File: config.mk
export PLATFORM = sky130hd
export DESIGN_NAME = instr_front_flat
export DESIGN_NICKNAME = d
export VERILOG_FILES = /design/src/common/tinker_pkg.sv /design/src/common/exec_if.sv /design/src/hw/front/instr_front.sv /design/src/flat_wrapper.sv
export SDC_FILE = /design/constraint.sdc
export NUM_CORES = 1
export LEC_CHECK = 0
export BUFFER_PORTS_ARGS = -buffer_cell sky130_fd_sc_hd__buf_2
export CAP_MARGIN = 20
export CELL_PAD_IN_SITES_DETAIL_PLACEMENT = 1
export CELL_PAD_IN_SITES_GLOBAL_PLACEMENT = 2
export CORE_AREA = 10 10 253 255
export DETAILED_ROUTE_END_ITERATION = 6
export DIE_AREA = 0 0 263 265
export GPL_TIMING_DRIVEN = 0
export HOLD_SLACK_MARGIN = 0.02
export PLACE_DENSITY = 0.57
export SETUP_SLACK_MARGIN = 0.3
export SLEW_MARGIN = 30
export SYNTH_ARGS = -nofsm -noshare
export SYNTH_HDL_FRONTEND = slang
export SYNTH_SLANG_ARGS = --single-unit
File: constraint.sdc
create_clock -name clk -period 6.49 [get_ports clk]
set_input_delay 0.649 -clock clk [delete_from_list [all_inputs] [get_ports clk]]
set_output_delay 0.649 -clock clk [all_outputs]
set_load 0.05 [all_outputs]
File: src/common/tinker_pkg.sv
// Tinker widths, opcodes and state encodings; multiply, divide, call and return are not supported
package tinker_pkg;

    // ----------------------------------------
    // Widths
    // ----------------------------------------
    localparam int word_bits = 64;
    localparam int imm_bits  = 12;

    typedef logic [word_bits-1:0] word_t;     // Data, address, register value
    typedef logic [31:0]          instr_t;    // Instruction word
    typedef logic [4:0]           reg_addr_t; // Register number
    typedef logic [4:0]           opcode_t;   // Opcode field
    typedef logic [imm_bits-1:0]  imm_t;      // Raw immediate field

    typedef enum logic [2:0] {
        st_fetch, st_decode, st_execute, st_memory, st_writeback, st_halted
    } state_e;

    localparam word_t reset_pc    = 64'h2000;
    localparam word_t instr_bytes = 64'd4;    // PC step

    // Field positions, lsb of each field
    localparam int op_pos  = 27;
    localparam int rd_pos  = 22;
    localparam int rs_pos  = 17;
    localparam int rt_pos  = 12;
    localparam int imm_pos = 0;

    // ----------------------------------------
    // Opcodes
    // ----------------------------------------
    localparam opcode_t op_and    = 5'h00;
    localparam opcode_t op_or     = 5'h01;
    localparam opcode_t op_xor    = 5'h02;
    localparam opcode_t op_not    = 5'h03;
    localparam opcode_t op_shftr  = 5'h04;
    localparam opcode_t op_shftri = 5'h05;
    localparam opcode_t op_shftl  = 5'h06;
    localparam opcode_t op_shftli = 5'h07;
    localparam opcode_t op_br     = 5'h08;
    localparam opcode_t op_brr_r  = 5'h09;
    localparam opcode_t op_brr_l  = 5'h0a;
    localparam opcode_t op_brnz   = 5'h0b;
    localparam opcode_t op_brgt   = 5'h0e;
    localparam opcode_t op_load   = 5'h10;
    localparam opcode_t op_mov_r  = 5'h11;
    localparam opcode_t op_mov_l  = 5'h12;
    localparam opcode_t op_store  = 5'h13;
    localparam opcode_t op_add    = 5'h18;
    localparam opcode_t op_addi   = 5'h19;
    localparam opcode_t op_sub    = 5'h1a;
    localparam opcode_t op_subi   = 5'h1b;
    localparam opcode_t op_halt   = 5'h1f;

    // ----------------------------------------
    // Opcode classes
    // ----------------------------------------
    function automatic logic is_load(opcode_t op);
        return op == op_load;
    endfunction

    function automatic logic is_store(opcode_t op);
        return op == op_store;
    endfunction

    function automatic logic is_mem_op(opcode_t op);
        return is_load(op) || is_store(op);
    endfunction

    function automatic logic is_branch(opcode_t op);
        return op inside {op_br, op_brr_r, op_brr_l, op_brnz, op_brgt};
    endfunction

    // Immediate forms take the literal as second operand
    function automatic logic uses_literal(opcode_t op);
        return op inside {op_addi, op_subi, op_shftri, op_shftli, op_mov_l};
    endfunction

    // Same set: rd is both source and destination
    function automatic logic rd_as_src(opcode_t op);
        return uses_literal(op);
    endfunction

    function automatic logic writes_reg(opcode_t op);
        return !is_store(op) && !is_branch(op) && op != op_halt;
    endfunction

endpackage

File: src/common/exec_if.sv
// Decoded operands from front end to execute unit; values hold from decode until the next fetch
`timescale 1ns/1ps

interface exec_if;

    tinker_pkg::opcode_t opcode;
    tinker_pkg::word_t   pc;
    tinker_pkg::word_t   imm;     // Sign-extended immediate
    tinker_pkg::word_t   rd_val;
    tinker_pkg::word_t   rs_val;  // rd for immediate forms
    tinker_pkg::word_t   rt_val;

    modport front (
        output opcode, pc, imm, rd_val, rs_val, rt_val
    );

    modport exec (
        input opcode, pc, imm, rd_val, rs_val, rt_val
    );

endinterface

File: src/hw/front/instr_front.sv
// PC and instruction register with field decode; immediate forms read rd as first source
`timescale 1ns/1ps

module instr_front (
    input  logic                  clk,
    input  logic                  reset,
    input  logic                  ir_load,
    input  logic                  pc_write,
    input  tinker_pkg::word_t     fetch_data,
    input  tinker_pkg::word_t     next_pc,
    output tinker_pkg::reg_addr_t rf_addr1,
    output tinker_pkg::reg_addr_t rf_addr2,
    output tinker_pkg::reg_addr_t rf_addr_d,
    input  tinker_pkg::word_t     rf_data1,
    input  tinker_pkg::word_t     rf_data2,
    input  tinker_pkg::word_t     rf_data_d,
    exec_if.front                 dec,
    output tinker_pkg::reg_addr_t wb_addr,
    output tinker_pkg::opcode_t   opcode
);

    tinker_pkg::word_t     pc_q;
    tinker_pkg::instr_t    ir_q;
    tinker_pkg::opcode_t   op;
    tinker_pkg::reg_addr_t rd, rs, rt;
    tinker_pkg::imm_t      imm_raw;

    // ----------------------------------------
    // PC and IR
    // ----------------------------------------
    always_ff @(posedge clk or posedge reset) begin
        if (reset) begin
            pc_q <= tinker_pkg::reset_pc;
            ir_q <= '0;
        end else begin
            if (pc_write)
                pc_q <= next_pc;
            if (ir_load)
                ir_q <= fetch_data[31:0];     // Low word holds the instruction
        end
    end

    // ----------------------------------------
    // Field decode
    // ----------------------------------------
    assign op      = ir_q[tinker_pkg::op_pos +: 5];
    assign rd      = ir_q[tinker_pkg::rd_pos +: 5];
    assign rs      = ir_q[tinker_pkg::rs_pos +: 5];
    assign rt      = ir_q[tinker_pkg::rt_pos +: 5];
    assign imm_raw = ir_q[tinker_pkg::imm_pos +: tinker_pkg::imm_bits];

    assign rf_addr1  = tinker_pkg::rd_as_src(op) ? rd : rs;  // addi rd, L reads rd
    assign rf_addr2  = rt;
    assign rf_addr_d = rd;
    assign wb_addr   = rd;                                   // Destination is always rd
    assign opcode    = op;

    // Operands to execute
    assign dec.opcode = op;
    assign dec.pc     = pc_q;
    assign dec.imm    = {{(tinker_pkg::word_bits - tinker_pkg::imm_bits){imm_raw[11]}}, imm_raw};
    assign dec.rd_val = rf_data_d;
    assign dec.rs_val = rf_data1;
    assign dec.rt_val = rf_data2;

endmodule

File: src/flat_wrapper.sv
// flat-port wrapper written by rule: the top's interface ports become plain ports
module instr_front_flat 
  (clk, reset, ir_load, pc_write, fetch_data, next_pc, rf_addr1, rf_addr2, rf_addr_d, rf_data1, rf_data2, rf_data_d, wb_addr, opcode, dec_opcode, dec_pc, dec_imm, dec_rd_val, dec_rs_val, dec_rt_val);
  exec_if dec_i ();
  input  logic clk;
  input  logic reset;
  input  logic ir_load;
  input  logic pc_write;
  input  tinker_pkg::word_t fetch_data;
  input  tinker_pkg::word_t next_pc;
  output tinker_pkg::reg_addr_t rf_addr1;
  output tinker_pkg::reg_addr_t rf_addr2;
  output tinker_pkg::reg_addr_t rf_addr_d;
  input  tinker_pkg::word_t rf_data1;
  input  tinker_pkg::word_t rf_data2;
  input  tinker_pkg::word_t rf_data_d;
  output tinker_pkg::reg_addr_t wb_addr;
  output tinker_pkg::opcode_t opcode;
  output wire logic [$bits(dec_i.opcode)-1:0] dec_opcode;
  output wire logic [$bits(dec_i.pc)-1:0] dec_pc;
  output wire logic [$bits(dec_i.imm)-1:0] dec_imm;
  output wire logic [$bits(dec_i.rd_val)-1:0] dec_rd_val;
  output wire logic [$bits(dec_i.rs_val)-1:0] dec_rs_val;
  output wire logic [$bits(dec_i.rt_val)-1:0] dec_rt_val;
  assign dec_opcode = dec_i.opcode;
  assign dec_pc = dec_i.pc;
  assign dec_imm = dec_i.imm;
  assign dec_rd_val = dec_i.rd_val;
  assign dec_rs_val = dec_i.rs_val;
  assign dec_rt_val = dec_i.rt_val;
  instr_front u_core (.clk(clk), .reset(reset), .ir_load(ir_load), .pc_write(pc_write), .fetch_data(fetch_data), .next_pc(next_pc), .rf_addr1(rf_addr1), .rf_addr2(rf_addr2), .rf_addr_d(rf_addr_d), .rf_data1(rf_data1), .rf_data2(rf_data2), .rf_data_d(rf_data_d), .dec(dec_i), .wb_addr(wb_addr), .opcode(opcode));
endmodule
==> results_dict.tcl <==
set metrics [dict create \
    synth_xor_area_frac 0 \
    grt_max_degree 54 \
    cts_buffer_depth 2 \
    critPathMaxFanout 6 \
    drc 0 \
    final_area_mm2 0.009376 \
    vias_per_cell 2.859 \
    cts-root-buf "clkbuf_16" \
    dieArea_mm2 0.06970 \
    synth_top_family_by_area "buffers and inverters" \
    vdd_ir_drop_max_uv 113.5 \
    cpLargestDelayFamily "compound AO/OA/AOI/OAI gates" \
    antenna_found_initial 10 \
    h-tree-depth 3 \
    drv_cap 0 \
    slew_violations 0 \
    dp_cells 1719 \
    min_period_ns 2.811 \
    overflow 0 \
    start_util 0.09851 \
    synth_simple_gate_area_frac 0.006481 \
    rsz0062_at_grt "no" \
    final_layout_size_suffix_gt1_frac 0.8971 \
    ys_ff_latch 96 \
    syn_inst 497 \
    synth_top_area_frac 0.4105 \
    grt_pass1_vias 5585 \
    grt_pass1_wl_um 41160 \
    relSlewSlack 0.6298 \
    cpMaxStageDelayCell "a31oi_4" \
    timing.fmax_ghz 0.3558 \
    area_delta_synth_final_pct 61.89 \
    endpoint_kind "output pin" \
    synth_mux_area_frac 0.1977 \
    yosysWarnings 0 \
    synth.area.top_cells "dfrtp_1 41%, buf_4 36%, mux2_2 18%" \
    gp_congestion 0.7010 \
    final_cells 1737 \
    critPathMaxStageDelay_ns 0.50 \
    drt_pass1_iterations 4 \
    setup_viol 0 \
    final_nets 1281 \
    cp_data_required_time_ns 5.84 \
    place_area_mm2 0.009052 \
    hpwl_um 26310 \
    syn_avg_cell_area_um2 11.65 \
    postCtsSetupBuffers 0 \
    crit_path_start_kind "flip-flop" \
    cts.clk_slew.worst_paths_ns 0.08 \
    worst_pin_slew_ns 0.5552 \
    clock-sinks 96 \
    rows 89 \
    pin_count 674 \
    p_leak_nw 4.902 \
    clk_latency_ns 0.39 \
    fin_hold_ws_ns 0.2401 \
    timing.final.crit_share 0.4331 \
    syn_nets 821 \
    hp-class "primary input to async pin" \
    cts_hold_buffers 0 \
    worst-path-buf-inv 1 \
    synth-seq-area-share 0.4150 \
    chipWidth_um 263 \
    routed-via-count 4966 \
    cts_resized 0 \
    synth_fa_ha_area_frac 0 \
    finClkSkew_ns 0 \
    synth_top_area_cell "dfrtp_1" \
    synth-compound-area-share 0.006049 \
    cts_tree "done" \
    synthesis.area_mm2 0.005792 \
    status "complete, no violations" \
    ant_nets 0 \
    ys_types 15 \
    worstPathArrival_ns 2.16 \
    finalHoldViolCount 0 \
    grt.total_usage 0.08056 \
    p_per_area_mw_per_mm2 257.9 \
    io_buffer_count 447 \
    finalSetupTns_ns 0 \
    drt_wl_total_um 29770 \
    critical_path_class "flip-flop to output pin" \
    cts_inserted_buffers 9 \
    wl_per_cell_um 17.14 \
    first_iter_violations 75 \
    crit_chain "nand2b_1, o21ai_2, a31oi_4, mux2_4, buf_2" \
    design.core.area_mm2 0.05880 \
    fp.dieH_um 265 \
]
power by group:
| group | switching (mW) | leakage (nW) | internal (mW) |
|---|---|---|---|
| logic | 0.773 | 3.63 | 0.333 |
| clock network | 0.303 | 0.153 | 0.311 |
| registers | 0.0392 | 1.12 | 0.658 |
registers in the layout, indices dropped and copies added (netlist names):
signal and count:
u_core.ir_q 32, u_core.dec.pc 64
synth_stat cells:
cell type / count
buf_4: 281
dfrtp_1: 95
mux2_2: 95
buf_2: 10
mux2_4: 5
nand2_1: 2
a31oi_4: 1
clkbuf_1: 1
dfstp_2: 1
inv_1: 1
inv_2: 1
nand2b_1: 1
nor4b_4: 1
o21ai_0: 1
o21ai_2: 1
final timing paths:
kind	end	slack [ns]	cells after the start	from
max reg2reg	u_core.ir_q[31]	5.59	1	u_core.ir_q[31]
max	rf_addr1[1]	3.68	5	u_core.ir_q[27]
min in group clk	u_core.dec.pc[0]	0.48	2	next_pc[0]
min reg2reg	u_core.dec.pc[32]	0.50	1	u_core.dec.pc[32]
max in group asynchronous	u_core.dec.pc[13]	5.61	3	reset
min	u_core.dec.pc[57]	0.24	2	reset
logic make-up after synthesis:
family	after synthesis
DFF	96
and+or+nand+nor	4
buffers and inverters	294
muxes	100
AOI/OAI and AO/OA	3
per-stage QoR:
step | setup WS, ns | power, mW | util
after floorplan | 3.337 | 1.571 | -
after global placement | 1.486 | 1.830 | 0.1530
after detailed placement | 4.042 | 1.838 | 0.1540
after CTS | 3.568 | 2.493 | 0.1594
after global routing | 3.535 | 2.550 | 0.1594
final | 3.679 | 2.418 | 0.1595
metal layers:
| metal | GRT usage | routed length (µm) |
|---|---|---|
| met5 | 0 | 110 |
| met4 | 0.01957 | 274 |
| met1 | 0.07346 | 9721 |
| met3 | 0.05022 | 3650 |
| met2 | 0.1480 | 16010 |
cells in the final DEF, fill, tap and decap left out:
cell / n
clkinvlp_4: 1
nand2b_1: 1
nor4b_4: 1
mux2_2: 95
nand2_1: 2
inv_2: 1
buf_2: 457
clkbuf_16: 9
diode_2: 2
dfrtp_1: 94
buf_4: 281
clkinv_8: 1
o21ai_0: 1
o21ai_2: 1
dfstp_2: 1
inv_6: 2
a31oi_4: 1
dfrtp_2: 1
inv_8: 3
buf_16: 1
clkbuf_1: 1
bufinv_16: 1
buf_12: 1
mux2_4: 5
cell type report:
cell class | instances | area, µm²
fill | 7004 | 49420
sequential | 96 | 2405
timing repair buffer | 449 | 2285
buffer | 292 | 2163
multi-input combinational | 107 | 1217
tap | 773 | 967.2
clock buffer | 9 | 225.2
clock inverter | 7 | 93.84
inverter | 2 | 15.01
antenna | 2 | 5.005
Power figures use the tool's default switching activity.
