===== src/common/tinker_pkg.sv =====
// Tinker widths, opcodes and state encodings; multiply, divide, call and return are not supported
package tinker_pkg;

    // ----------------------------------------
    // Widths
    // ----------------------------------------
    localparam int word_bits = 64;
    localparam int imm_bits  = 12;

    typedef logic [word_bits-1:0] word_t;     // Data, address, register value
    typedef logic [31:0]          instr_t;    // Instruction word
    typedef logic [4:0]           reg_addr_t; // Register number
    typedef logic [4:0]           opcode_t;   // Opcode field
    typedef logic [imm_bits-1:0]  imm_t;      // Raw immediate field

    typedef enum logic [2:0] {
        st_fetch, st_decode, st_execute, st_memory, st_writeback, st_halted
    } state_e;

    localparam word_t reset_pc    = 64'h2000;
    localparam word_t instr_bytes = 64'd4;    // PC step

    // Field positions, lsb of each field
    localparam int op_pos  = 27;
    localparam int rd_pos  = 22;
    localparam int rs_pos  = 17;
    localparam int rt_pos  = 12;
    localparam int imm_pos = 0;

    // ----------------------------------------
    // Opcodes
    // ----------------------------------------
    localparam opcode_t op_and    = 5'h00;
    localparam opcode_t op_or     = 5'h01;
    localparam opcode_t op_xor    = 5'h02;
    localparam opcode_t op_not    = 5'h03;
    localparam opcode_t op_shftr  = 5'h04;
    localparam opcode_t op_shftri = 5'h05;
    localparam opcode_t op_shftl  = 5'h06;
    localparam opcode_t op_shftli = 5'h07;
    localparam opcode_t op_br     = 5'h08;
    localparam opcode_t op_brr_r  = 5'h09;
    localparam opcode_t op_brr_l  = 5'h0a;
    localparam opcode_t op_brnz   = 5'h0b;
    localparam opcode_t op_brgt   = 5'h0e;
    localparam opcode_t op_load   = 5'h10;
    localparam opcode_t op_mov_r  = 5'h11;
    localparam opcode_t op_mov_l  = 5'h12;
    localparam opcode_t op_store  = 5'h13;
    localparam opcode_t op_add    = 5'h18;
    localparam opcode_t op_addi   = 5'h19;
    localparam opcode_t op_sub    = 5'h1a;
    localparam opcode_t op_subi   = 5'h1b;
    localparam opcode_t op_halt   = 5'h1f;

    // ----------------------------------------
    // Opcode classes
    // ----------------------------------------
    function automatic logic is_load(opcode_t op);
        return op == op_load;
    endfunction

    function automatic logic is_store(opcode_t op);
        return op == op_store;
    endfunction

    function automatic logic is_mem_op(opcode_t op);
        return is_load(op) || is_store(op);
    endfunction

    function automatic logic is_branch(opcode_t op);
        return op inside {op_br, op_brr_r, op_brr_l, op_brnz, op_brgt};
    endfunction

    // Immediate forms take the literal as second operand
    function automatic logic uses_literal(opcode_t op);
        return op inside {op_addi, op_subi, op_shftri, op_shftli, op_mov_l};
    endfunction

    // Same set: rd is both source and destination
    function automatic logic rd_as_src(opcode_t op);
        return uses_literal(op);
    endfunction

    function automatic logic writes_reg(opcode_t op);
        return !is_store(op) && !is_branch(op) && op != op_halt;
    endfunction

endpackage


===== src/common/exec_if.sv =====
// Decoded operands from front end to execute unit; values hold from decode until the next fetch
`timescale 1ns/1ps

interface exec_if;

    tinker_pkg::opcode_t opcode;
    tinker_pkg::word_t   pc;
    tinker_pkg::word_t   imm;     // Sign-extended immediate
    tinker_pkg::word_t   rd_val;
    tinker_pkg::word_t   rs_val;  // rd for immediate forms
    tinker_pkg::word_t   rt_val;

    modport front (
        output opcode, pc, imm, rd_val, rs_val, rt_val
    );

    modport exec (
        input opcode, pc, imm, rd_val, rs_val, rt_val
    );

endinterface


===== src/hw/execute/exec_unit.sv =====
// ALU, branch target and memory address; shifts are logical and use the full second operand
`timescale 1ns/1ps

module exec_unit (
    input  logic              clk,
    input  logic              reset,
    exec_if.exec              ops,
    input  logic              alu_latch,
    output tinker_pkg::word_t alu_result,
    output tinker_pkg::word_t next_pc,
    output tinker_pkg::word_t mem_addr_calc,
    output tinker_pkg::word_t store_data
);

    tinker_pkg::word_t in1, in2, alu_out, pc_plus4;

    // ----------------------------------------
    // ALU
    // ----------------------------------------
    assign in1 = ops.rs_val;                                        // rd for immediate forms
    assign in2 = tinker_pkg::uses_literal(ops.opcode) ? ops.imm : ops.rt_val;

    always_comb begin
        case (ops.opcode)
            tinker_pkg::op_add,
            tinker_pkg::op_addi:   alu_out = in1 + in2;
            tinker_pkg::op_sub,
            tinker_pkg::op_subi:   alu_out = in1 - in2;
            tinker_pkg::op_and:    alu_out = in1 & in2;
            tinker_pkg::op_or:     alu_out = in1 | in2;
            tinker_pkg::op_xor:    alu_out = in1 ^ in2;
            tinker_pkg::op_not:    alu_out = ~in1;
            tinker_pkg::op_shftr,
            tinker_pkg::op_shftri: alu_out = in1 >> in2;
            tinker_pkg::op_shftl,
            tinker_pkg::op_shftli: alu_out = in1 << in2;
            tinker_pkg::op_mov_r:  alu_out = in1;
            tinker_pkg::op_mov_l:  alu_out = {in2[11:0], in1[51:0]};  // Literal into top 12 bits
            default:               alu_out = '0;
        endcase
    end

    always_ff @(posedge clk or posedge reset) begin
        if (reset)
            alu_result <= '0;
        else if (alu_latch)
            alu_result <= alu_out;
    end

    // ----------------------------------------
    // Branch resolution
    // ----------------------------------------
    assign pc_plus4 = ops.pc + tinker_pkg::instr_bytes;

    always_comb begin
        case (ops.opcode)
            tinker_pkg::op_br:    next_pc = ops.rd_val;
            tinker_pkg::op_brr_r: next_pc = ops.pc + ops.rd_val;
            tinker_pkg::op_brr_l: next_pc = ops.pc + ops.imm;
            tinker_pkg::op_brnz:
                next_pc = (ops.rs_val != '0) ? ops.rd_val : pc_plus4;
            tinker_pkg::op_brgt:
                next_pc = ($signed(ops.rs_val) > $signed(ops.rt_val)) ? ops.rd_val : pc_plus4;
            default:              next_pc = pc_plus4;    // Sequential flow
        endcase
    end

    // ----------------------------------------
    // Memory address and store data
    // ----------------------------------------
    assign mem_addr_calc = tinker_pkg::is_load(ops.opcode) ? ops.rs_val + ops.imm   // load rd, (rs)L
                                                           : ops.rd_val + ops.imm;  // store (rd)L, rs
    assign store_data    = ops.rs_val;

endmodule


===== src/flat_wrapper.sv =====
// flat-port wrapper written by rule: the top's interface ports become plain ports
module exec_unit_flat 
  (clk, reset, alu_latch, alu_result, next_pc, mem_addr_calc, store_data, ops_opcode, ops_pc, ops_imm, ops_rd_val, ops_rs_val, ops_rt_val);
  exec_if ops_i ();
  input  logic clk;
  input  logic reset;
  input  logic alu_latch;
  output tinker_pkg::word_t alu_result;
  output tinker_pkg::word_t next_pc;
  output tinker_pkg::word_t mem_addr_calc;
  output tinker_pkg::word_t store_data;
  input wire logic [$bits(ops_i.opcode)-1:0] ops_opcode;
  input wire logic [$bits(ops_i.pc)-1:0] ops_pc;
  input wire logic [$bits(ops_i.imm)-1:0] ops_imm;
  input wire logic [$bits(ops_i.rd_val)-1:0] ops_rd_val;
  input wire logic [$bits(ops_i.rs_val)-1:0] ops_rs_val;
  input wire logic [$bits(ops_i.rt_val)-1:0] ops_rt_val;
  assign ops_i.opcode = ops_opcode;
  assign ops_i.pc = ops_pc;
  assign ops_i.imm = ops_imm;
  assign ops_i.rd_val = ops_rd_val;
  assign ops_i.rs_val = ops_rs_val;
  assign ops_i.rt_val = ops_rt_val;
  exec_unit u_core (.clk(clk), .reset(reset), .ops(ops_i), .alu_latch(alu_latch), .alu_result(alu_result), .next_pc(next_pc), .mem_addr_calc(mem_addr_calc), .store_data(store_data));
endmodule

===== config.mk =====
export PLATFORM = sky130hd
export DESIGN_NAME = exec_unit_flat
export DESIGN_NICKNAME = d
export VERILOG_FILES = /design/src/common/tinker_pkg.sv /design/src/common/exec_if.sv /design/src/hw/execute/exec_unit.sv /design/src/flat_wrapper.sv
export SDC_FILE = /design/constraint.sdc
export NUM_CORES = 2
export LEC_CHECK = 0
export BUFFER_PORTS_ARGS = -buffer_cell sky130_fd_sc_hd__buf_2
export CORE_ASPECT_RATIO = 1.1
export CORE_MARGIN = 2
export CORE_UTILIZATION = 25
export DETAILED_ROUTE_END_ITERATION = 8
export PLACE_DENSITY_LB_ADDON = 0.05
export SLEW_MARGIN = 0
export SYNTH_ARGS = -nofsm -noshare
export SYNTH_HDL_FRONTEND = slang
export SYNTH_SLANG_ARGS = --single-unit

===== constraint.sdc =====
create_clock -name clk -period 7 [get_ports clk]
set_input_delay 1.05 -clock clk [delete_from_list [all_inputs] [get_ports clk]]
set_output_delay 1.05 -clock clk [all_outputs]
set_load 0.005 [all_outputs]

==> summary.md <==
| Metric | Value |
|---|---|
| Failing checks | `max-capacitance violations, max-slew violations` |
| Setup_tns | `0 ns` |
| Number of max-cap violations | `3` |
| Vias | `49100` |
| Overall Global Routing Usage | `40.0%` |
| Pin count of the biggest net entering global routing | `105` |
| Synth cell types | `106` |
| Skew final | `0 ns` |
| PD cells | `133 nW/µm²` |
| CTS tree | `yes` |
| R2R depth | `6` |
| Top_reg_cell synth | `dfrtp_1` |
| First-pass DRT Iterations | `6` |
| GRT Residual Overflow | `0` |
| Clk Tree Root Cell | `clkbuf_16` |
| Largest registers | `u_core.alu_result (64)` |
| Post-synthesis register bit count | `64` |
| HP Class | `reg2reg` |
| Synth top area share | `13.3%` |
| Core Util, Final | `30.9%` |
| Status | `complete, but fails checks` |
| CP max stage delay | `0.61 ns` |
| Total wire length | `304 mm` |
| DIE AREA | `147000 µm²` |
| # fillers | `16100` |
| Period utilization | `97.1%` |
| Max-slew violation count | `6` |
| IO Pins | `584` |
| Final nets | `6744` |
| Port Buf Inserts | `583` |
| Post-synth net total | `6053` |
| DRT antenna net count | `0` |
| Final hold violations | `0` |
| Critical path destination | `next_pc[62]` |
| Crit-path slowest cell | `or4_1` |
| Max frequency | `147 MHz` |
| FP Rows | `145` |
| Post-synthesis cell count | `5341` |
| Hold_sp | `u_core.alu_result[11]$_DFFE_PP0P_` |
| Leakage | `20.1 nW` |
| R2R Setup Slk | `4.07 ns` |
| Req. time, crit path | `5.95 ns` |
| Worst R2R Start | `u_core.alu_result[39]$_DFFE_PP0P_` |
| Clock transition at the registers of the reported paths | `0.08 ns` |
| Synth warn | `0` |
| Max-slew headroom | `-2.15%` |
| Chip height | `401 µm` |
| First-pass GRT wire length | `408 mm` |
| Synth cell count leaders | `530 x nand2_1, 471 x a21oi_1, 437 x nor2_1` |
| Initial drt markers | `5940` |
| Mean post-synth cell area | `6.72 µm²` |
| Crit Path Max Fanout | `10` |
| Largest cells by area after synthesis | `ha_1 13%, a21oi_1 6.6%, o21ai_0 6.0%` |
| Later-pin clock latency in the skew report | `0.39 ns` |
| Final setup viols | `0` |
| Mapped cell area | `35900 µm²` |
| Cell taking the most area after synthesis | `ha_1` |
| Clock Path Buffers | `2` |
| # H-tree levels | `3` |
| FF-to-FF End | `u_core.alu_result[39]$_DFFE_PP0P_` |
| Pwr Total | `5.84 mW` |
| Peak supply drop | `0.135 mV` |
| Clk sinks | `64` |
| CTS buffer count | `9` |
| CP startpoint kind | `input port` |
| WL per Instance | `38.2 µm` |
| Hold Buf Count CTS | `0` |
| Hpwl dp | `247 mm` |
| WP data arrival | `5.75 ns` |
| Vias in the first global route | `47500` |
| Final Critical Period | `6.80 ns` |
| Share of layout cells above drive strength 1 | `22.3%` |
| Actual slew at the worst max-slew pin | `1.52 ns` |
| Most frequent cell after synthesis | `nand2_1` |
| Chip width | `365 µm` |
| Routability Congestion | `1.05` |
| Placeable Area | `142000 µm²` |
| Number of antenna violations at the first check in global routing | `55` |
| Setup CP Type | `in2out` |
| Worst Setup SP | `ops_rs_val[63]` |
| DR vias/cell | `6.17` |
| EDFF count, synth | `0` |
| Worst setup EP type | `output port` |
| # DRC | `0` |
| Post-synth ARST share | `100%` |
| Max reg flops | `64` |
| Starting Density | `25.2%` |
| Seq/Total Area, Yosys | `4.46%` |
| Reg with most FFs | `u_core.alu_result` |
| Critical path cell sequence | `buf_2, ha_1, nand4_1, or4_1, nor3_1, o21ai_0, o32ai_1, buf_4, nor4_1, xnor2_1, nor2_2, o211ai_1, buf_4, a222oi_1, o21ai_0, buf_2` |
| Area Growth Syn to Fin | `22.5%` |
-- power breakdown --
part | internal (mW) | switching (mW) | total, mW
clock network | 0.276 | 0.255 | 0.532
logic | 1.67 | 3.21 | 4.88
registers | 0.396 | 0.0350 | 0.431
-- cells in the final DEF, fill, tap and decap left out, drive strengths merged, types with 32 or more instances in the layout --
cell    instances
nand2b         34
nor4           51
nor3          106
o211ai         75
mux2           89
inv           263
nor2          444
a211oi         69
and3           53
xor2           93
ha            381
nand4          99
o21bai         52
o21ai         437
buf          1120
dfrtp          64
nor2b          32
a221oi         65
mux2i         210
a31oi          67
a22oi          86
a21o          145
xnor2         203
and2           34
nand3         195
nand2         532
a21oi         475
a221o          36
o221ai         36
o22ai          61
-- final cells by class --
cell class              count  area [µm²]  area share [%]
diodes                     17        42.5          0.0968
clock inverters             7        71.3           0.162
multi-input cells        4569       31500            71.6
repair buffers           1121        7130            16.2
inverters                 267        1010            2.29
clock buffers               9         225           0.512
well taps                1911        2390            5.44
flip-flops and latches     64        1600            3.64
-- worst min-delay path by stage --
stage                     cells after the start                                end  slack (ns)
final                                         1  u_core.alu_result[11]$_DFFE_PP0P_        0.50
after detailed placement                      1  u_core.alu_result[11]$_DFFE_PP0P_        0.48
after floorplan                               1  u_core.alu_result[11]$_DFFE_PP0P_        0.48
after global placement                        1  u_core.alu_result[11]$_DFFE_PP0P_        0.47
after CTS                                     1  u_core.alu_result[11]$_DFFE_PP0P_        0.50
after global routing                          1  u_core.alu_result[11]$_DFFE_PP0P_        0.53
-- repair_timing --
action / in CTS / in global routing
cloned: 0 / 0
gates resized for setup: 3 / 18
pin swaps: 0 / 4
setup endpoints to repair: 3 / 13
buffers inserted: 0 / 2
-- worst max-delay path: cells and delay by family --
family / cells / cell delay (ns)
compound gates: 5 / 1.23
buf+inv: 4 / 0.91
fa+ha+maj: 1 / 0.55
xor+xnor: 1 / 0.53
simple gates: 5 / 1.42
-- logic make-up (layout without fill, tap and decap cells) --
group | Yosys count | count (layout) | synth area share, %
AO/OA/AOI/OAI | 1912 | 1912 | 35.0
AND/OR/NAND/NOR | 1661 | 1661 | 21.7
buffers and inverters | 708 | 1404 | 8.46
adder cells (fa/ha/maj) | 384 | 384 | 13.5
multiplexers | 316 | 316 | 9.72
XOR/XNOR | 296 | 296 | 7.23
flip-flops | 64 | 64 | 4.46
other | 0 | 17 | 0
-- routing by layer --
metal / global-route usage [%] / vias up / wire length [µm]
li1: - / 21400 / -
met1: 49.7 / 24200 / 123000
met2: 62.0 / 2772 / 133000
met3: 8.84 / 763 / 24800
met4: 25.1 / 56 / 23200
met5: 0 / - / 365
-- per-stage QoR --
stage          cells  setup WS (ns)  hold slack, ns  instance area [µm²]
6_report        7965          0.200           0.505                44000
5_1_grt         7950       -0.00197           0.532                43900
4_1_cts         7943         0.0170           0.501                43800
3_5_place_dp    7927         -0.521           0.483                43500
3_3_place_gp    7927         -0.398           0.473                43500
2_1_floorplan   5341          0.495           0.478                35900
Note: power is estimated with default switching activity, not from simulation.
