===== config.mk =====
export PLATFORM = sky130hd
export DESIGN_NAME = mem_port
export DESIGN_NICKNAME = d
export VERILOG_FILES = /design/src/common/tinker_pkg.sv /design/src/hw/mem_port.sv
export SDC_FILE = /design/constraint.sdc
export NUM_CORES = 1
export LEC_CHECK = 0
export ABC_CLOCK_PERIOD_IN_PS = 2450
export BUFFER_PORTS_ARGS = -buffer_cell sky130_fd_sc_hd__clkbuf_2
export CAP_MARGIN = 15
export CORE_AREA = 4 4 222 224
export CTS_BUF_LIST = sky130_fd_sc_hd__clkbuf_16
export CTS_CLUSTER_SIZE = 24
export DETAILED_ROUTE_END_ITERATION = 12
export DIE_AREA = 0 0 226 228
export PLACE_DENSITY_LB_ADDON = 0.2
export SLEW_MARGIN = 20
export SYNTH_ARGS = -nofsm -noshare
export SYNTH_HDL_FRONTEND = slang
export SYNTH_SLANG_ARGS = --single-unit

===== constraint.sdc =====
create_clock -name clk -period 2.45 [get_ports clk]
set_input_delay 0.1225 -clock clk [delete_from_list [all_inputs] [get_ports clk]]
set_output_delay 0.1225 -clock clk [all_outputs]
set_load 0.1 [all_outputs]

===== src/common/tinker_pkg.sv =====
// Tinker widths, opcodes and state encodings; multiply, divide, call and return are not supported
package tinker_pkg;

    // ----------------------------------------
    // Widths
    // ----------------------------------------
    localparam int word_bits = 64;
    localparam int imm_bits  = 12;

    typedef logic [word_bits-1:0] word_t;     // Data, address, register value
    typedef logic [31:0]          instr_t;    // Instruction word
    typedef logic [4:0]           reg_addr_t; // Register number
    typedef logic [4:0]           opcode_t;   // Opcode field
    typedef logic [imm_bits-1:0]  imm_t;      // Raw immediate field

    typedef enum logic [2:0] {
        st_fetch, st_decode, st_execute, st_memory, st_writeback, st_halted
    } state_e;

    localparam word_t reset_pc    = 64'h2000;
    localparam word_t instr_bytes = 64'd4;    // PC step

    // Field positions, lsb of each field
    localparam int op_pos  = 27;
    localparam int rd_pos  = 22;
    localparam int rs_pos  = 17;
    localparam int rt_pos  = 12;
    localparam int imm_pos = 0;

    // ----------------------------------------
    // Opcodes
    // ----------------------------------------
    localparam opcode_t op_and    = 5'h00;
    localparam opcode_t op_or     = 5'h01;
    localparam opcode_t op_xor    = 5'h02;
    localparam opcode_t op_not    = 5'h03;
    localparam opcode_t op_shftr  = 5'h04;
    localparam opcode_t op_shftri = 5'h05;
    localparam opcode_t op_shftl  = 5'h06;
    localparam opcode_t op_shftli = 5'h07;
    localparam opcode_t op_br     = 5'h08;
    localparam opcode_t op_brr_r  = 5'h09;
    localparam opcode_t op_brr_l  = 5'h0a;
    localparam opcode_t op_brnz   = 5'h0b;
    localparam opcode_t op_brgt   = 5'h0e;
    localparam opcode_t op_load   = 5'h10;
    localparam opcode_t op_mov_r  = 5'h11;
    localparam opcode_t op_mov_l  = 5'h12;
    localparam opcode_t op_store  = 5'h13;
    localparam opcode_t op_add    = 5'h18;
    localparam opcode_t op_addi   = 5'h19;
    localparam opcode_t op_sub    = 5'h1a;
    localparam opcode_t op_subi   = 5'h1b;
    localparam opcode_t op_halt   = 5'h1f;

    // ----------------------------------------
    // Opcode classes
    // ----------------------------------------
    function automatic logic is_load(opcode_t op);
        return op == op_load;
    endfunction

    function automatic logic is_store(opcode_t op);
        return op == op_store;
    endfunction

    function automatic logic is_mem_op(opcode_t op);
        return is_load(op) || is_store(op);
    endfunction

    function automatic logic is_branch(opcode_t op);
        return op inside {op_br, op_brr_r, op_brr_l, op_brnz, op_brgt};
    endfunction

    // Immediate forms take the literal as second operand
    function automatic logic uses_literal(opcode_t op);
        return op inside {op_addi, op_subi, op_shftri, op_shftli, op_mov_l};
    endfunction

    // Same set: rd is both source and destination
    function automatic logic rd_as_src(opcode_t op);
        return uses_literal(op);
    endfunction

    function automatic logic writes_reg(opcode_t op);
        return !is_store(op) && !is_branch(op) && op != op_halt;
    endfunction

endpackage


===== src/hw/mem_port.sv =====
// Memory port; address from PC in fetch, else computed, with the load data register
`timescale 1ns/1ps

module mem_port (
    input  logic              clk,
    input  logic              reset,
    input  logic              sel_fetch,
    input  logic              rd,
    input  logic              wr,
    input  logic              mdr_load,
    input  logic              wb_from_mem,
    input  tinker_pkg::word_t pc,
    input  tinker_pkg::word_t mem_addr_calc,
    input  tinker_pkg::word_t store_data,
    input  tinker_pkg::word_t alu_result,
    input  tinker_pkg::word_t mem_rdata,
    output tinker_pkg::word_t mem_addr,
    output tinker_pkg::word_t mem_wdata,
    output tinker_pkg::word_t wb_data,
    output tinker_pkg::word_t fetch_data,
    output logic              mem_rd,
    output logic              mem_wr
);

    tinker_pkg::word_t mdr_q;

    assign mem_addr   = sel_fetch ? pc : mem_addr_calc;
    assign mem_rd     = rd & ~reset;              // Quiet while reset is held
    assign mem_wr     = wr;
    assign mem_wdata  = store_data;
    assign fetch_data = mem_rdata;

    always_ff @(posedge clk or posedge reset) begin
        if (reset)
            mdr_q <= '0;
        else if (mdr_load)                        // Memory-cycle load only
            mdr_q <= mem_rdata;
    end

    assign wb_data = wb_from_mem ? mdr_q : alu_result;

endmodule


==> results of run 1 <==
-- cells in the final DEF, fill, tap and decap left out --
| cell type | synthesis | routed |
|---|---|---|
| bufinv_16 | 0 | 1 |
| buf_4 | 129 | 4 |
| inv_1 | 1 | 1 |
| inv_2 | 0 | 1 |
| diode_2 | 0 | 2 |
| clkinv_2 | 0 | 2 |
| dfrtp_1 | 64 | 64 |
| clkbuf_16 | 0 | 9 |
| nor2b_1 | 1 | 1 |
| mux2_2 | 192 | 192 |
| dlygate4sd3_1 | 0 | 25 |
| buf_12 | 0 | 4 |
| clkbuf_2 | 0 | 449 |
| clkinv_1 | 0 | 1 |
| clkinv_4 | 0 | 1 |
| buf_2 | 0 | 2 |
| clkinvlp_4 | 0 | 1 |
-- power by group --
part / switching, W / leakage (nW) / internal [W]
clock: 0.000514 / 0.144 / 0.000778
sequential: 0.0000567 / 0.748 / 0.00116
combinational: 0.00221 / 2.80 / 0.000601
total: 0.00278 / 3.69 / 0.00254
-- logic make-up after synthesis --
family        Yosys count  share of synthesized area (%)
flops                  64                           31.9
mux                   192                           43.0
buf+inv               151                           25.0
simple gates            1                          0.125
-- stage by stage --
step	area [um^2]	worst slack (ps)	power (W)
final	7450	831	0.00533
after global routing	7450	781	0.00556
after CTS	7450	753	0.00545
after detailed placement	6910	835	0.00404
after global placement	6910	831	0.00406
after floorplan	5020	729	0.00408
-- final timing paths --
check | cells past startpoint | endpoint
max | 4 | mem_addr[30]
min | 2 | mdr_q[14]$_DFFE_PP0P_
max reg2reg | 1 | mdr_q[42]$_DFFE_PP0P_
min reg2reg | 1 | mdr_q[39]$_DFFE_PP0P_
max in group asynchronous | 4 | mdr_q[7]$_DFFE_PP0P_
min in group asynchronous | 3 | mdr_q[31]$_DFFE_PP0P_
-- per-layer routing --
layer | global-route usage, % | up-vias | share of wire, %
met5 | 0 | - | 0.050
met4 | 2.81 | 2 | 1.8
met3 | 3.59 | 31 | 12
met2 | 17.1 | 372 | 54
met1 | 7.88 | 1899 | 32
li1 | - | 1994 | -
-- final cells by class --
cell class	count	area [um^2]
inverters	1	3.75
diodes	2	5.00
repair buffers	484	2620
fillers	5331	39900
well taps	615	769
multi-input cells	193	2170
clock buffers	9	225
flip-flops and latches	64	1600
clock inverters	7	63.8
==> results.py, run 1 <==
metrics = {
    "run_status": {
        "status": "finished clean",
    },
    "sta": {
        "fin_hold_ws_ps": 34.3,
        "finalSetupViolations": 0,
        "fin_crit_sh_pct": 66.1,
        "finClkSkew_ps": 0,
        "period_needed_ps": 1620,
        "setup_tns_ps": 0,
        "fmax_ghz": 0.618,
        "finalHoldViolations": 0,
        "slew_violations": 0,
        "rsz0062_at_grt": "no",
        "slew_headroom_pct": 60.8,
        "worst_pin_slew_ps": 590,
    },
    "critical_path": {
        "required_ps": 2330,
        "criticalPathCategory": "input pin to output port",
        "cp-start-kind": "input pin",
        "cp_max_fo": 55,
        "worstSetupStartpoint": "sel_fetch",
        "cpMaxStageDelayCell": "mux2_2",
        "cp.arrival_ps": 1500,
        "endpoint_kind": "output port",
        "rrSetupSlack_ps": 1650,
        "path_cells": "clkbuf_2, buf_12, mux2_2, clkbuf_2",
        "crit_buf_inv": 3,
        "critical_path.most_common_cell": "clkbuf_2",
        "r2r_start": "mdr_q[42]$_DFFE_PP0P_",
        "cpLargestDelayFamily": "buffers and inverters",
        "cpPeakStageDelay_ps": 380,
    },
    "clock_network": {
        "cts.repair.resized": 0,
        "clk_path_buf_depth": 2,
        "htreeDepth": 3,
        "ctsHoldBuffers": 25,
        "cts_setup_buffers": 0,
        "cts_sinks": 64,
        "clock_latency_ps": 350,
        "cts-root-buf": "clkbuf_16",
        "tritoncts": "yes",
        "path_clk_slew_ps": 60,
        "cts_made_buffers": 9,
    },
    "yosys": {
        "ys_warn_count": 0,
        "synth-edff-count": 0,
        "synth.area.top_cells": "mux2_2 43%, dfrtp_1 32%, buf_4 19%",
        "yosys.cell_types.count": 7,
        "netlist_instances": 408,
        "synth-async-reset-ratio_pct": 100,
        "ys_ff_latch": 64,
        "yosysTopAreaCell": "mux2_2",
        "syn_area_mm2": 0.00502,
        "syn_nets": 735,
        "yosys-top-cells-count": "192 x mux2_2, 129 x buf_4, 64 x dfrtp_1",
        "ys_seq_area_share_pct": 31.9,
        "yosysTopAreaCellShare_pct": 43.0,
        "ys.flop_type": "dfrtp_1",
        "syn_area_per_cell_um2": 12.3,
        "yosysMostFrequentCell": "mux2_2",
    },
    "cells_and_area": {
        "largest_register_ffs": 64,
        "instances_no_fill": 1375,
        "drive_gt1_share_pct": 87.9,
        "reg.largest.list": "mdr_q x64",
        "post-route-util_pct": 15.7,
        "synthToLayoutAreaGrowth_pct": 48.4,
        "largest_register": "mdr_q",
        "nets": 1080,
    },
    "floorplan": {
        "ios": 585,
        "core_area_mm2": 0.0473,
        "die_height_um": 228,
        "start_util_pct": 10.6,
        "die_area_mm2": 0.0515,
        "rows": 80,
        "fp.dieW_um": 226,
    },
    "place": {
        "portBuffers": 454,
        "dp_hpwl_um": 20600,
        "dp_cells": 1332,
        "gp_congestion": 0.749,
    },
    "drt": {
        "drcViolationCount": 0,
        "wl_um": 23800,
        "firstDrtPassIters": 4,
        "vias_per_cell": 3.13,
        "num_vias": 4298,
        "detail-route-antenna-nets": 0,
        "first_iter_violations": 74,
        "wl_per_cell_um": 17.3,
    },
    "pwr": {
        "p_leak_nw": 3.69,
        "ir_drop_mv": 0.269,
        "powerDensity_mw_per_mm2": 714,
    },
    "global_routing": {
        "antenna_found_initial": 9,
        "grt_max_degree": 65,
        "first_global_vias": 4611,
        "grt_pass1_wl_um": 31500,
        "grt_overflow": 0,
        "grtUsageTotal_pct": 8.67,
    },
    "flow_run": {
        "maxCapViolCount": 0,
    },
    "min_path": {
        "hp-start": "mem_rdata[14]",
        "hp-class": "input pin to flop",
    },
}
No activity file was read; power rests on OpenSTA's default activity.
==> inputs of run 2 (changes only) <==
ABC_CLOCK_PERIOD_IN_PS = 1500   (was 2450)
CORE_AREA = 4 4 225 227   (was 4 4 222 224)
DIE_AREA = 0 0 229 231   (was 0 0 226 228)
clock period = 1.5 ns   (was 2.45 ns; I/O delays follow)
==> run 2 against run 1 <==
Compared with the run above: global-route usage rose by 1.9 points; combinational power grew 110%; wire length increased by 22%; critical path depth unchanged; non-clock buffer count is 32 higher; register-to-register slack worse by 960 ps; cell count up 3.4%; sequential share of layout area decreased by 5.1 points; largest power group unchanged.
==> results.py, run 2 (synthesis gave the netlist of run 1 again) <==
metrics = {
    "pwr": {
        "p_leak_nw": 4.51,
        "powerDensity_mw_per_mm2": 1050,
        "ir_drop_mv": 0.515,
    },
    "sta": {
        "worst_pin_slew_ps": 582,
        "finalSetupViolations": 0,
        "fmax_ghz": 0.725,
        "period_needed_ps": 1380,
        "fin_crit_sh_pct": 92.0,
        "slew_headroom_pct": 61.4,
        "finalHoldViolations": 0,
        "finClkSkew_ps": 0,
        "rsz0062_at_grt": "no",
        "slew_violations": 0,
        "setup_tns_ps": 0,
    },
    "global_routing": {
        "grt_pass1_wl_um": 39300,
        "grt_overflow": 0,
        "antenna_found_initial": 18,
        "grt_max_degree": 51,
        "grtUsageTotal_pct": 10.6,
        "first_global_vias": 5107,
    },
    "floorplan": {
        "rows": 81,
        "start_util_pct": 10.3,
        "fp.dieW_um": 229,
        "ios": 585,
        "core_area_mm2": 0.0486,
        "die_height_um": 231,
        "die_area_mm2": 0.0529,
    },
    "critical_path": {
        "cpPeakStageDelay_ps": 530,
        "path_cells": "dlygate4sd3_1, clkbuf_2, nor2b_1, clkbuf_2",
        "cp-start-kind": "input pin",
        "required_ps": 1420,
        "r2r_start": "mdr_q[51]$_DFFE_PP0P_",
        "criticalPathCategory": "input pin to output port",
        "worstSetupStartpoint": "reset",
        "endpoint_kind": "output port",
        "critical_path.most_common_cell": "clkbuf_2",
        "cp.arrival_ps": 1310,
        "cpMaxStageDelayCell": "dlygate4sd3_1",
        "cp_max_fo": 2,
    },
    "cells_and_area": {
        "n_fill_cell": 5281,
        "layout_commonest_cell": "clkbuf_2",
        "instances_no_fill": 1422,
        "layout_common_cells": "324 x clkbuf_2, 192 x mux2_2, 134 x buf_12, 64 x dfrtp_1, 53 x dlygate4sd3_1",
        "largest_register_ffs": 64,
        "largest_register": "mdr_q",
        "synthToLayoutAreaGrowth_pct": 94.5,
        "post-route-util_pct": 20.1,
        "nets": 1112,
        "drive_gt1_share_pct": 84.9,
        "reg.largest.list": "mdr_q x64",
    },
    "drt": {
        "drcViolationCount": 0,
        "detail-route-antenna-nets": 0,
        "first_iter_violations": 89,
        "wl_per_cell_um": 20.4,
        "num_vias": 4615,
        "vias_per_cell": 3.25,
        "firstDrtPassIters": 4,
        "wl_um": 29000,
    },
    "clock_network": {
        "cts-root-buf": "clkbuf_16",
        "tritoncts": "yes",
        "path_clk_slew_ps": 60,
        "htreeDepth": 3,
        "cts.repair.resized": 0,
        "clk_path_buf_depth": 2,
        "cts_setup_buffers": 0,
        "ctsHoldBuffers": 53,
        "clock_latency_ps": 350,
        "cts_made_buffers": 9,
        "cts_sinks": 64,
    },
    "run_status": {
        "status": "finished clean",
    },
    "place": {
        "dp_hpwl_um": 25300,
        "gp_congestion": 0.845,
        "portBuffers": 454,
        "dp_cells": 1343,
    },
    "min_path": {
        "hp-start": "mem_rdata[46]",
        "hp-class": "input pin to flop",
    },
    "flow_run": {
        "maxCapViolCount": 0,
    },
}
run 2: cell count changes in the layout (fill, tap and decap cells not counted), sizes merged:
cell | before | now
buf | 10 | 139
clkbuf | 458 | 333
dlygate4sd3 | 25 | 53
diode | 2 | 10
bufinv | 1 | 2
clkinv | 4 | 3
clkinvlp | 1 | 2
inv | 2 | 1
run 2: metal layers:
layer,global-route usage (%),up-vias,share of wire [%]
met2,20.0,390,55
met4,5.50,4,3.4
li1,-,2065,-
met5,0,-,0.079
met3,5.11,42,11
met1,9.22,2114,30
run 2: where the power goes:
| part | switching [W] | internal [W] | total (W) |
|---|---|---|---|
| clock | 0.000894 | 0.00146 | 0.00235 |
| combinational | 0.00385 | 0.00204 | 0.00589 |
| sequential | 0.0000892 | 0.00190 | 0.00199 |
run 2: final timing paths:
| check | slack (ps) | end | depth (start not counted) |
|---|---|---|---|
| min in group asynchronous | 340 | mdr_q[14]$_DFFE_PP0P_ | 4 |
| worst min register to register | 500 | mdr_q[3]$_DFFE_PP0P_ | 1 |
| max in group asynchronous | 860 | mdr_q[49]$_DFFE_PP0P_ | 4 |
| worst max-delay path | 120 | mem_rd | 4 |
| worst min-delay path | 8 | mdr_q[46]$_DFFE_PP0P_ | 2 |
| worst max register to register | 690 | mdr_q[51]$_DFFE_PP0P_ | 1 |
run 2: critical path: cells and delay by family:
kind	cells	cell delay, ps
and+or+nand+nor	1	110
buffers and inverters	3	1120
run 2: area by class of cell:
type                       count  area [um^2]  area share [%]
sequential                    64         1600            16.4
timing repair buffer         516         4870            49.9
antenna                       10         25.0           0.256
tap                          622          778            7.96
inverter                       1         7.51          0.0768
clock inverter                 7         93.8           0.960
multi-input combinational    193         2170            22.2
clock buffer                   9          225            2.30
run 2: stage by stage:
stage	hold slack, ps	setup WS (ps)	power [W]	instance area (um^2)
final	7.72	120	0.0102	9770
after global routing	1.00	71.7	0.0106	9760
after CTS	0.104	99.8	0.0105	9750
after detailed placement	151	243	0.00786	8900
after global placement	151	254	0.00786	8900
after floorplan	206	14.7	0.00667	5030
==> inputs of run 3 (changes only) <==
PLACE_DENSITY_LB_ADDON = not set   (was 0.2)
SLEW_MARGIN = not set   (was 20)
==> run 3 against run 2 <==
Compared with the run above: maximum frequency hardly changed; global-route usage is 0.14 points lower; non-clock buffer count is 8 higher; highest routed layer unchanged; worst hold slack better by 34 ps; die area stayed put; wire length is 1.9% lower; combinational power hardly changed; critical endpoint unchanged; via count is 0.82% higher; total power hardly changed.
==> results.py, run 3 (synthesis gave the netlist of run 1 again) <==
metrics = {
    "clock_network": {
        "path_clk_slew_ps": 60,
        "htreeDepth": 3,
        "cts.repair.resized": 0,
        "cts_setup_buffers": 0,
        "cts-root-buf": "clkbuf_16",
        "tritoncts": "yes",
        "cts_made_buffers": 9,
        "clk_path_buf_depth": 2,
        "ctsHoldBuffers": 64,
        "clock_latency_ps": 360,
        "cts_sinks": 64,
    },
    "pwr": {
        "ir_drop_mv": 0.844,
        "fin_total_pwr_w": 0.0102,
        "powerDensity_mw_per_mm2": 1040,
        "p_leak_nw": 4.54,
    },
    "cells_and_area": {
        "reg.largest.list": "mdr_q x64",
        "nets": 1120,
        "synthToLayoutAreaGrowth_pct": 95.9,
        "largest_register": "mdr_q",
        "layout_commonest_cell": "clkbuf_2",
        "instances_no_fill": 1424,
        "n_fill_cell": 5213,
        "layout_common_cells": "324 x clkbuf_2, 192 x mux2_2, 134 x buf_12, 64 x dlygate4sd3_1, 64 x dfrtp_1",
        "drive_gt1_share_pct": 83.8,
        "largest_register_ffs": 64,
    },
    "sta": {
        "fin_hold_ws_ps": 41.8,
        "rsz0062_at_grt": "no",
        "finClkSkew_ps": 0,
        "fmax_ghz": 0.724,
        "slew_violations": 0,
        "worst_pin_slew_ps": 588,
        "setup_tns_ps": 0,
        "fin_crit_sh_pct": 92.1,
        "period_needed_ps": 1380,
        "slew_headroom_pct": 61.0,
        "finalSetupViolations": 0,
        "finalHoldViolations": 0,
    },
    "global_routing": {
        "first_global_vias": 5231,
        "grt_pass1_wl_um": 38300,
        "grt_max_degree": 65,
        "antenna_found_initial": 22,
        "grtUsageTotal_pct": 10.5,
        "grt_overflow": 0,
    },
    "place": {
        "gp_congestion": 0.867,
        "portBuffers": 454,
        "dp_cells": 1340,
        "dp_hpwl_um": 24900,
    },
    "critical_path": {
        "endpoint_kind": "output port",
        "cp-start-kind": "input pin",
        "worst_r2r_path_depth": 1,
        "cp_max_fo": 2,
        "criticalPathCategory": "input pin to output port",
        "cp.arrival_ps": 1310,
        "required_ps": 1420,
    },
    "floorplan": {
        "die_height_um": 231,
        "ios": 585,
        "start_util_pct": 10.3,
        "die_area_mm2": 0.0529,
        "core_area_mm2": 0.0486,
        "rows": 81,
        "fp.dieW_um": 229,
    },
    "min_path": {
        "holdPathStages": 2,
        "hp-class": "input pin to flop",
    },
    "drt": {
        "drcViolationCount": 0,
        "firstDrtPassIters": 4,
        "vias_per_cell": 3.27,
        "wl_per_cell_um": 20.0,
        "wl_um": 28500,
        "detail-route-antenna-nets": 0,
        "num_vias": 4653,
        "first_iter_violations": 74,
    },
    "run_status": {
        "status": "finished clean",
    },
    "flow_run": {
        "maxCapViolCount": 0,
    },
}
[run 3: cell types whose count changed in the layout (fill, tap and decap cells not counted), sizes merged]
cell and change:
diode -6, buf -3, dlygate4sd3 +11
[run 3: power breakdown]
| part | leakage, nW | switching [W] | internal, W |
|---|---|---|---|
| clock | 0.156 | 0.000893 | 0.00146 |
| combinational | 3.64 | 0.00385 | 0.00205 |
| sequential | 0.748 | 0.0000858 | 0.00190 |
| total | 4.54 | 0.00483 | 0.00541 |
[run 3: layer usage]
metal	wire [um]	part of all wire, %	global-route usage (%)
met1	8430	30	8.90
met2	15800	56	20.6
met3	2900	10	4.31
met4	1240	4.4	5.17
met5	54	0.19	0.735
[run 3: through the flow]
stage | util [%] | instance area [um^2] | worst slack [ps]
6_report | 20.2 | 9840 | 119
5_1_grt | 20.2 | 9840 | 101
4_1_cts | 20.2 | 9830 | 107
3_5_place_dp | 18.2 | 8870 | 313
3_3_place_gp | 18.2 | 8870 | 321
2_1_floorplan | - | 5030 | 14.7
[run 3: path summary, 6_finish.rpt]
| path | from | slack (ps) | end |
|---|---|---|---|
| setup / recovery | reset | 120 | mem_rd |
| hold / removal | mem_rdata[48] | 40 | mdr_q[48]$_DFFE_PP0P_ |
| setup reg to reg | mdr_q[43]$_DFFE_PP0P_ | 690 | mdr_q[43]$_DFFE_PP0P_ |
| hold reg to reg | mdr_q[7]$_DFFE_PP0P_ | 500 | mdr_q[7]$_DFFE_PP0P_ |
| max in group asynchronous | reset | 600 | mdr_q[3]$_DFFE_PP0P_ |
| min in group asynchronous | reset | 280 | mdr_q[39]$_DFFE_PP0P_ |
[run 3: area by class of cell]
cell class | count | area, um^2 | area share [%]
clock inverters | 7 | 95.1 | 0.966
well taps | 622 | 778 | 7.91
flip-flops and latches | 64 | 1600 | 16.3
diodes | 4 | 10.0 | 0.102
clock buffers | 9 | 225 | 2.29
inverters | 1 | 7.51 | 0.0763
repair buffers | 524 | 4950 | 50.3
multi-input cells | 193 | 2170 | 22.0
[run 3: worst max-delay path, stage by stage]
cell and delay [ps]:
dlygate4sd3_1 540, clkbuf_2 130, nor2b_1 100, clkbuf_2 460
